**config.mk**
```make
export PLATFORM = sky130hd
export DESIGN_NAME = mouseCalculator
export DESIGN_NICKNAME = d
export VERILOG_FILES = /design/src/design/calcLayoutPkg.sv /design/src/design/calcKeyPkg.sv /design/src/design/keyIf.sv /design/src/design/resultIf.sv /design/src/design/clickDecoder.sv /design/src/design/calcExecute.sv /design/src/design/bcdConverter.sv /design/src/design/mouseCalculator.sv
export SDC_FILE = /design/constraint.sdc
export NUM_CORES = 2
export LEC_CHECK = 0
export BUFFER_PORTS_ARGS = -buffer_cell sky130_fd_sc_hd__buf_2
export CORE_ASPECT_RATIO = 1.75
export CORE_MARGIN = 3
export CORE_UTILIZATION = 60
export CTS_CLUSTER_SIZE = 25
export DETAILED_ROUTE_END_ITERATION = 16
export GPL_TIMING_DRIVEN = 0
export PLACE_DENSITY_LB_ADDON = 0.15
export SETUP_SLACK_MARGIN = 0.02
export SYNTH_ARGS = -nofsm -noshare
export SYNTH_HDL_FRONTEND = slang
export SYNTH_SLANG_ARGS = --single-unit
export TNS_END_PERCENT = 100
```
**constraint.sdc**
```tcl
create_clock -name clk -period 210 [get_ports clk]
set_input_delay 10.5 -clock clk [delete_from_list [all_inputs] [get_ports clk]]
set_output_delay 10.5 -clock clk [all_outputs]
set_load 0.01 [all_outputs]
```
**src/design/calcLayoutPkg.sv**
```systemverilog
package calcLayoutPkg;

	// Pointer coordinate widths from the mouse block
	localparam int xWidth = 10;
	localparam int yWidth = 9;

	////////////////////////////////////////////////////////////
	// Keypad placement on the 640x480 screen
	////////////////////////////////////////////////////////////

	// Top left corner of the first square
	localparam int defaultOriginX = 175;
	localparam int defaultOriginY = 190;

	// Squares are this many pixels wide and tall
	localparam int defaultCellSize = 63;

	// Grid of squares, some of them blank
	localparam int keyCols = 5;
	localparam int keyRows = 4;

endpackage

```
**src/design/calcKeyPkg.sv**
```systemverilog
package calcKeyPkg;

	// Signed arithmetic width
	localparam int valueWidth = 16;

	// Enough decimal digits for the magnitude of any 16 bit result
	localparam int bcdDigitCount = 5;

	// Longest operand the user can type
	localparam int maxEntryDigits = 4;

	////////////////////////////////////////////////////////////
	// Key encoding
	////////////////////////////////////////////////////////////

	// Operator codes sit above the digit range 0 to 9
	typedef enum logic [3:0] {
		opAdd    = 4'd10,
		opSub    = 4'd11,
		opMul    = 4'd12,
		opDiv    = 4'd13,
		opEquals = 4'd14,
		opNone   = 4'd15    // pending state only, never sent as a key
	} calcOpT;

	// One nibble, read as a digit or as an operator
	typedef union packed {
		logic [3:0] digit;
		calcOpT     op;
	} keyCodeT;

endpackage

```
**src/design/keyIf.sv**
```systemverilog
`timescale 1ns/10ps

interface keyIf;
	import calcKeyPkg::*;

	logic    valid;
	logic    isDigit;
	logic    isOp;
	keyCodeT key;

	// Decode side
	modport decoder (output valid, output isDigit, output isOp, output key);

	// Execute side
	modport executor (input valid, input isDigit, input isOp, input key);

endinterface

```
**src/design/resultIf.sv**
```systemverilog
`timescale 1ns/10ps

interface resultIf #(
	parameter int valueBits = calcKeyPkg::valueWidth
);

	logic                        valid;
	logic signed [valueBits-1:0] value;
	logic                        overflow;
	logic                        divByZero;

	// Execute side
	modport producer (output valid, output value, output overflow, output divByZero);

	// BCD conversion side
	modport consumer (input valid, input value, input overflow, input divByZero);

endinterface

```
**src/design/clickDecoder.sv**
```systemverilog
`timescale 1ns/10ps

module clickDecoder #(
	parameter int originX  = calcLayoutPkg::defaultOriginX,
	parameter int originY  = calcLayoutPkg::defaultOriginY,
	parameter int cellSize = calcLayoutPkg::defaultCellSize
) (
	input  logic                             clk,
	input  logic                             rst,
	input  logic [2:0]                       clicked,
	input  logic [calcLayoutPkg::xWidth-1:0] xLocation,
	input  logic [calcLayoutPkg::yWidth-1:0] yLocation,
	keyIf.decoder                            keys
);
	import calcLayoutPkg::*;
	import calcKeyPkg::*;

	localparam int colBits = $clog2(keyCols);
	localparam int rowBits = $clog2(keyRows);

	logic               pressed;
	logic               wasPressed;
	logic               pressEdge;
	logic               colHit;
	logic               rowHit;
	logic [colBits-1:0] colIdx;
	logic [rowBits-1:0] rowIdx;
	logic               hitDigit;
	logic               hitOp;
	keyCodeT            hitCode;

	assign pressed   = |clicked;
	assign pressEdge = pressed && !wasPressed;

	////////////////////////////////////////////////////////////
	// Which square is under the pointer
	////////////////////////////////////////////////////////////

	// Strict bounds so a pixel on a square's border hits nothing
	always_comb
	begin
		colHit = 1'b0;
		colIdx = '0;
		rowHit = 1'b0;
		rowIdx = '0;
		for (int c = 0; c < keyCols; c++)
		begin
			if (int'(xLocation) > originX + c * cellSize &&
				int'(xLocation) < originX + (c + 1) * cellSize)
			begin
				colHit = 1'b1;
				colIdx = colBits'(c);
			end
		end
		for (int r = 0; r < keyRows; r++)
		begin
			if (int'(yLocation) > originY + r * cellSize &&
				int'(yLocation) < originY + (r + 1) * cellSize)
			begin
				rowHit = 1'b1;
				rowIdx = rowBits'(r);
			end
		end
	end

	// Square to key code
	always_comb
	begin
		hitDigit = 1'b0;
		hitOp    = 1'b0;
		hitCode  = '0;
		if (colHit && rowHit)
		begin
			if (colIdx < 3 && rowIdx < 3)
			begin
				// Digits 7 8 9 on top down to 1 2 3
				hitDigit      = 1'b1;
				hitCode.digit = 4'((2 - int'(rowIdx)) * 3 + int'(colIdx) + 1);
			end
			else if (rowIdx == 3 && colIdx == 0)
			begin
				hitDigit      = 1'b1;
				hitCode.digit = 4'd0;
			end
			else if (colIdx == 3 && rowIdx < 2)
			begin
				hitOp      = 1'b1;
				hitCode.op = (rowIdx == 0) ? opMul : opAdd;
			end
			else if (colIdx == 4)
			begin
				hitOp = 1'b1;
				case (rowIdx)
					0: hitCode.op = opDiv;
					1: hitCode.op = opSub;
					2: hitCode.op = opEquals;
					default: hitOp = 1'b0;
				endcase
			end
		end
	end

	////////////////////////////////////////////////////////////
	// One key event per press
	////////////////////////////////////////////////////////////

	always_ff @(posedge clk)
	begin
		if (rst)
		begin
			wasPressed   <= 1'b0;
			keys.valid   <= 1'b0;
			keys.isDigit <= 1'b0;
			keys.isOp    <= 1'b0;
		end
		else
		begin
			wasPressed   <= pressed;
			keys.valid   <= pressEdge && (hitDigit || hitOp);
			keys.isDigit <= pressEdge && hitDigit;
			keys.isOp    <= pressEdge && hitOp;
		end
	end

	always_ff @(posedge clk)
	begin
		if (pressEdge)
			keys.key <= hitCode;
	end

	keyKindExclusive: assert property (@(posedge clk) disable iff (rst)
		!(keys.isDigit && keys.isOp));

endmodule

```
**src/design/calcExecute.sv**
```systemverilog
`timescale 1ns/10ps

module calcExecute #(
	parameter int valueBits = calcKeyPkg::valueWidth
) (
	input  logic       clk,
	input  logic       rst,
	keyIf.executor     keys,
	resultIf.producer  results
);
	import calcKeyPkg::*;

	localparam int wideBits  = 2 * valueBits;
	localparam int countBits = $clog2(maxEntryDigits + 1);

	logic signed [valueBits-1:0] entry;
	logic        [countBits-1:0] entryDigits;
	logic signed [valueBits-1:0] acc;
	calcOpT                      pendingOp;
	logic                        errOverflow;
	logic                        errDivZero;

	logic signed [wideBits-1:0]  accWide;
	logic signed [wideBits-1:0]  entryWide;
	logic signed [wideBits-1:0]  stepWide;
	logic                        stepOverflow;
	logic                        stepDivZero;
	logic                        equalsKey;

	assign equalsKey = keys.valid && keys.isOp && keys.key.op == opEquals;

	////////////////////////////////////////////////////////////
	// Pending operation on accumulator and entry
	////////////////////////////////////////////////////////////

	// Double width so the range check sees the true result
	always_comb
	begin
		accWide     = acc;
		entryWide   = entry;
		stepDivZero = 1'b0;
		case (pendingOp)
			opAdd: stepWide = accWide + entryWide;
			opSub: stepWide = accWide - entryWide;
			opMul: stepWide = accWide * entryWide;
			opDiv:
			begin
				if (entry == '0)
				begin
					stepDivZero = 1'b1;
					stepWide    = '0;
				end
				else
					stepWide = accWide / entryWide;
			end
			default: stepWide = entryWide;    // first operand
		endcase
		// Upper bits must all copy the sign bit
		stepOverflow = !((&stepWide[wideBits-1:valueBits-1]) ||
			!(|stepWide[wideBits-1:valueBits-1]));
	end

	////////////////////////////////////////////////////////////
	// Entry and operator state
	////////////////////////////////////////////////////////////

	always_ff @(posedge clk)
	begin
		if (rst)
		begin
			entry         <= '0;
			entryDigits   <= '0;
			acc           <= '0;
			pendingOp     <= opNone;
			errOverflow   <= 1'b0;
			errDivZero    <= 1'b0;
			results.valid <= 1'b0;
		end
		else
		begin
			results.valid <= equalsKey;
			if (keys.valid && keys.isDigit)
			begin
				// Extra digits past the limit are dropped
				if (entryDigits < maxEntryDigits)
				begin
					entry       <= valueBits'(entry * 10 + int'(keys.key.digit));
					entryDigits <= entryDigits + 1'b1;
				end
			end
			else if (keys.valid && keys.isOp)
			begin
				entry       <= '0;
				entryDigits <= '0;
				if (equalsKey)
				begin
					acc         <= '0;
					pendingOp   <= opNone;
					errOverflow <= 1'b0;
					errDivZero  <= 1'b0;
				end
				else
				begin
					acc         <= stepWide[valueBits-1:0];
					pendingOp   <= keys.key.op;
					errOverflow <= errOverflow || stepOverflow;
					errDivZero  <= errDivZero || stepDivZero;
				end
			end
		end
	end

	// Result word and flags, sampled downstream with valid
	always_ff @(posedge clk)
	begin
		if (equalsKey)
		begin
			results.value     <= stepWide[valueBits-1:0];
			results.overflow  <= errOverflow || stepOverflow;
			results.divByZero <= errDivZero || stepDivZero;
		end
	end

	resultOnlyAfterEquals: assert property (@(posedge clk) disable iff (rst)
		results.valid |-> $past(keys.valid && keys.isOp && keys.key.op == opEquals));

endmodule

```
**src/design/bcdConverter.sv**
```systemverilog
`timescale 1ns/10ps

module bcdConverter #(
	parameter int valueBits = calcKeyPkg::valueWidth
) (
	input  logic                                   clk,
	input  logic                                   rst,
	resultIf.consumer                              results,
	output logic [4*calcKeyPkg::bcdDigitCount-1:0] bcdDigits,
	output logic                                   negative,
	output logic                                   error,
	output logic                                   displayValid
);
	import calcKeyPkg::*;

	localparam int bcdBits   = 4 * bcdDigitCount;
	localparam int countBits = $clog2(valueBits + 1);

	logic                 busy;
	logic [countBits-1:0] bitsLeft;
	logic [valueBits-1:0] binaryWork;
	logic [bcdBits-1:0]   bcdWork;
	logic [bcdBits-1:0]   bcdAdjusted;
	logic                 signLatched;
	logic                 errorLatched;

	// Add 3 to every digit of 5 or more before the next shift
	always_comb
	begin
		bcdAdjusted = bcdWork;
		for (int d = 0; d < bcdDigitCount; d++)
		begin
			if (bcdWork[4*d +: 4] >= 4'd5)
				bcdAdjusted[4*d +: 4] = bcdWork[4*d +: 4] + 4'd3;
		end
	end

	////////////////////////////////////////////////////////////
	// Latch, shift valueBits times, then present
	////////////////////////////////////////////////////////////

	always_ff @(posedge clk)
	begin
		if (rst)
		begin
			busy         <= 1'b0;
			bitsLeft     <= '0;
			bcdDigits    <= '0;
			negative     <= 1'b0;
			error        <= 1'b0;
			displayValid <= 1'b0;
		end
		else
		begin
			displayValid <= 1'b0;
			if (results.valid)
			begin
				// A new result replaces any conversion in flight
				busy     <= 1'b1;
				bitsLeft <= countBits'(valueBits);
			end
			else if (busy && bitsLeft != '0)
				bitsLeft <= bitsLeft - 1'b1;
			else if (busy)
			begin
				busy         <= 1'b0;
				bcdDigits    <= errorLatched ? '0 : bcdWork;
				negative     <= signLatched && !errorLatched;
				error        <= errorLatched;
				displayValid <= 1'b1;
			end
		end
	end

	// Datapath
	always_ff @(posedge clk)
	begin
		if (results.valid)
		begin
			binaryWork   <= results.value[valueBits-1] ?
				valueBits'(-results.value) : results.value;
			bcdWork      <= '0;
			signLatched  <= results.value[valueBits-1];
			errorLatched <= results.overflow || results.divByZero;
		end
		else if (busy && bitsLeft != '0)
		begin
			bcdWork    <= {bcdAdjusted[bcdBits-2:0], binaryWork[valueBits-1]};
			binaryWork <= {binaryWork[valueBits-2:0], 1'b0};
		end
	end

	singleDisplayPulse: assert property (@(posedge clk) disable iff (rst)
		displayValid |=> !displayValid);

endmodule

```
**src/design/mouseCalculator.sv**
```systemverilog
`timescale 1ns/10ps

module mouseCalculator #(
	parameter int originX   = calcLayoutPkg::defaultOriginX,
	parameter int originY   = calcLayoutPkg::defaultOriginY,
	parameter int cellSize  = calcLayoutPkg::defaultCellSize,
	parameter int valueBits = calcKeyPkg::valueWidth
) (
	input  logic                                   clk,
	input  logic                                   rst,
	input  logic [2:0]                             clicked,
	input  logic [calcLayoutPkg::xWidth-1:0]       xLocation,
	input  logic [calcLayoutPkg::yWidth-1:0]       yLocation,
	output logic [4*calcKeyPkg::bcdDigitCount-1:0] bcdDigits,
	output logic                                   negative,
	output logic                                   error,
	output logic                                   displayValid
);

	keyIf                               keyBus ();
	resultIf #(.valueBits(valueBits))   resultBus ();

	// Mouse press to key event
	clickDecoder #(
		.originX  (originX),
		.originY  (originY),
		.cellSize (cellSize)
	) i_clickDecoder (
		.clk       (clk),
		.rst       (rst),
		.clicked   (clicked),
		.xLocation (xLocation),
		.yLocation (yLocation),
		.keys      (keyBus.decoder)
	);

	calcExecute #(.valueBits(valueBits)) i_calcExecute (
		.clk     (clk),
		.rst     (rst),
		.keys    (keyBus.executor),
		.results (resultBus.producer)
	);

	// Result to display digits
	bcdConverter #(.valueBits(valueBits)) i_bcdConverter (
		.clk          (clk),
		.rst          (rst),
		.results      (resultBus.consumer),
		.bcdDigits    (bcdDigits),
		.negative     (negative),
		.error        (error),
		.displayValid (displayValid)
	);

endmodule

```
==> results.md <==
* Sequential area share after synthesis at 6.275%
* Via Count at between 50000 and 60000
* Critical path required time at 210.12 ns
* Vias in the first global route at 54806
* Starting Density at around 60%
* Overall Global Routing Usage at a little under half
* Run status: complete, but fails checks
* CP Launch Type: register
* Fin. Hold Viols at 0
* Initial antenna violation count at 10
* Clock buffer depth at 2
* Min-Delay Path Class: reg2reg
* Post-route minimum period at 111.92 ns
* Clk slew on worst S/H paths at 0.07 ns
* Dpl hpwl at 167400 um
* Max Freq at slightly below 9 MHz
* Clock sinks at between 100 and 150
* Number of synthesized register bits at 135
* Critical Path Max Stage Delay at 1.20 ns
* DRC at 0
* Post-route clock period utilization at about 53%
* Yosys warnings at 0
* Largest net degree at the start of global routing at 32
* Initial DRT Pass Iterations at 9
* Layout cell share with drive strength beyond 1 at between 4 and 5%
* Setup Crit Path Kind: reg2reg
* Die span in y at 385.8 um
* Worst setup EP type: register
* Synth cell types at around 110
* Core box area at about 81000 um2
* DRT antenna net count at 0
* CTS tree: done
* Mapped cell area at between 40000 and 50000 um2
* Resize count post-CTS at 0
* EDFF count, synth at 40
* Drt via density at approximately 6.8
* IO Port Bufs at 42
* Hold-fix buffers, CTS at 0
* RSZ-0062 raised after global routing: false
* Most common cell after layout, fill and taps aside: ha_1
* Drt wl/cell at approximately 25 um
* H-tree levels at 4
* Max-slew violations at 5
* FILL cells at approximately 7600
* TritonCTS buffer count at 17
* Failing checks: max-capacitance violations, max-slew violations
* Post-CTS Setup Repair Bufs at 0
* Most frequent cells in the layout: ha_1 (691), nand2_1 (636), nor2_1 (628), inv_1 (528), a21oi_1 (517)
* Die area at around 86000 um2
* IO Pins at 47
* Die W at between 200 and 250 um
* Max Clock Skew at around 0.023 ns
* Synthesized netlist cell count at 6711
* Rows at about 140
* First DRT Iteration DRCs at between 5000 and 6000
* Worst slew margin at -4.899%
* First-pass GRT wire length at 306500 um
* Largest fanout on the critical path at 10
* Ys async rst share at 0%
* Final TNS setup at 0 ns
* Syn-to-layout area delta at 6.743%
* Clk_lat worst skew at approximately 0.45 ns
* GR Overflow Total at 0
* Most used cell, CP: clkbuf_1
* Max-cap violation count at 1
* Total Routed Length at ~200000 um
* Final Setup Violations at 0
* Mean Syn Cell Area at 7.368 um2
* Most frequently used flop master after synthesis: dfxtp_1
* RePlAce Congestion at 1.109
* Crit path max-delay cell type: a2111oi_0
* Fin nets at a little under 8000
* Root Driver: clkbuf_16
* CP Data Arrival Time at between 100 and 150 ns
* Worst Max-Slew Pin Slew at 1.553 ns
[metal layers]
| metal | track usage, % | vias up | share of wire (%) |
|---|---|---|---|
| met5 | 0 | - | 0.022 |
| met4 | 51.88 | 6 | 14 |
| met3 | 10.18 | 1479 | 8.3 |
| met2 | 78.11 | 3154 | 46 |
| met1 | 42.77 | 25475 | 31 |
| li1 | - | 24667 | - |
[per-stage QoR]
stage                     cell area [um2]  cells  utilization [%]  worst slack, ns  hold WS, ns
final                               52780   8020            64.91            98.08       0.4817
after global routing                52770   8015            64.89            95.63       0.5018
after CTS                           52760   8015            64.88           104.01       0.4855
after detailed placement            52160   7983            64.14           104.45       0.4704
after global placement              51540   7953            63.37           101.17       0.4638
after floorplan                     50010   6861                -           138.75       0.4451
[critical path: cells and delay by family (launching register included)]
kind	cells	cell delay (ns)
buffers and inverters	60	27.84
AND/OR/NAND/NOR	81	22.56
adder cells (fa/ha/maj)	33	11.28
multiplexers	6	2.85
flip-flops	1	0.50
AO/OA/AOI/OAI	130	46.21
[logic make-up after synthesis]
logic type,count (synthesis),synth area share [%]
buf+inv,780,5.936
fa+ha+maj,958,28.29
compound gates,1990,26.92
xor+xnor,447,7.917
other cells,2,0.01519
flops,135,6.275
mux,108,2.389
simple gates,2291,22.26
[synthesized netlist by cell type (all sizes together), types with 19 or more instances]
master	count	area share, %
ha	691	17
nand2	637	4.8
nor2	630	4.8
inv	529	4.0
a21oi	520	5.3
o21ai	343	3.5
xnor2	288	5.1
fa	267	11
clkbuf	217	1.6
nor3	197	2.0
a21o	186	2.8
and2	165	2.1
xor2	159	2.8
nand3	154	1.6
o21a	138	2.1
dfxtp	95	3.8
a31oi	94	1.2
nand4	90	1.2
mux2	80	1.8
nand2b	71	0.90
o211ai	70	1.1
or3	67	0.85
o21bai	56	0.85
nor2b	55	0.70
a22oi	53	0.80
a211oi	52	0.81
o31ai	49	0.74
or2	43	0.54
and3	42	0.53
edfxtp	40	2.4
nor4	34	0.46
a221oi	33	0.62
o22ai	33	0.42
a211o	32	0.57
buf	31	0.25
a21boi	28	0.43
mux2i	28	0.57
a221o	25	0.51
a2111oi	24	0.44
a31o	24	0.43
or4	23	0.35
o221ai	20	0.37
and4	19	0.34
[sequential cells by signal, summed over array words and instances, names as in the netlist, 3 cells and up]
| register | cells |
|---|---|
| i_calcExecute.acc | 16 |
| i_bcdConverter.bitsLeft | 5 |
| i_calcExecute.results.value | 16 |
| i_clickDecoder.keys.key | 4 |
| i_bcdConverter.bcdWork | 20 |
| i_calcExecute.entry | 16 |
| i_bcdConverter.binaryWork | 16 |
| i_calcExecute.pendingOp | 4 |
| i_bcdConverter.bcdDigits | 20 |
| i_calcExecute.entryDigits | 3 |
[area by class of cell]
cell class	count	area, um2	share of cell area, %
plain buffers	248	938.4	1.778
flip-flops and latches	135	3103	5.879
clock inverters	15	177.7	0.3366
diodes	5	12.51	0.02370
multi-input cells	5946	44120	83.58
repair buffers	72	699.4	1.325
well taps	1050	1314	2.489
clock buffers	17	425.4	0.8059
inverters	532	1998	3.786
[worst paths after layout]
| check | start | end | slack (ns) | cells past startpoint |
|---|---|---|---|---|
| max | i_calcExecute.entry[1]$_SDFFE_PP0P_ | i_calcExecute.results.overflow$_DFFE_PP_ | 98.08 | 310 |
| min | i_bcdConverter.error$_SDFFE_PP0P_ | i_bcdConverter.error$_SDFFE_PP0P_ | 0.48 | 2 |
| max reg2reg | i_calcExecute.entry[1]$_SDFFE_PP0P_ | i_calcExecute.results.overflow$_DFFE_PP_ | 98.08 | 310 |
| min reg2reg | i_bcdConverter.error$_SDFFE_PP0P_ | i_bcdConverter.error$_SDFFE_PP0P_ | 0.48 | 2 |
Power is left out: the tool's default activity adds up to more than one toggle a clock period on the data nets, which glitch-free logic cannot reach.
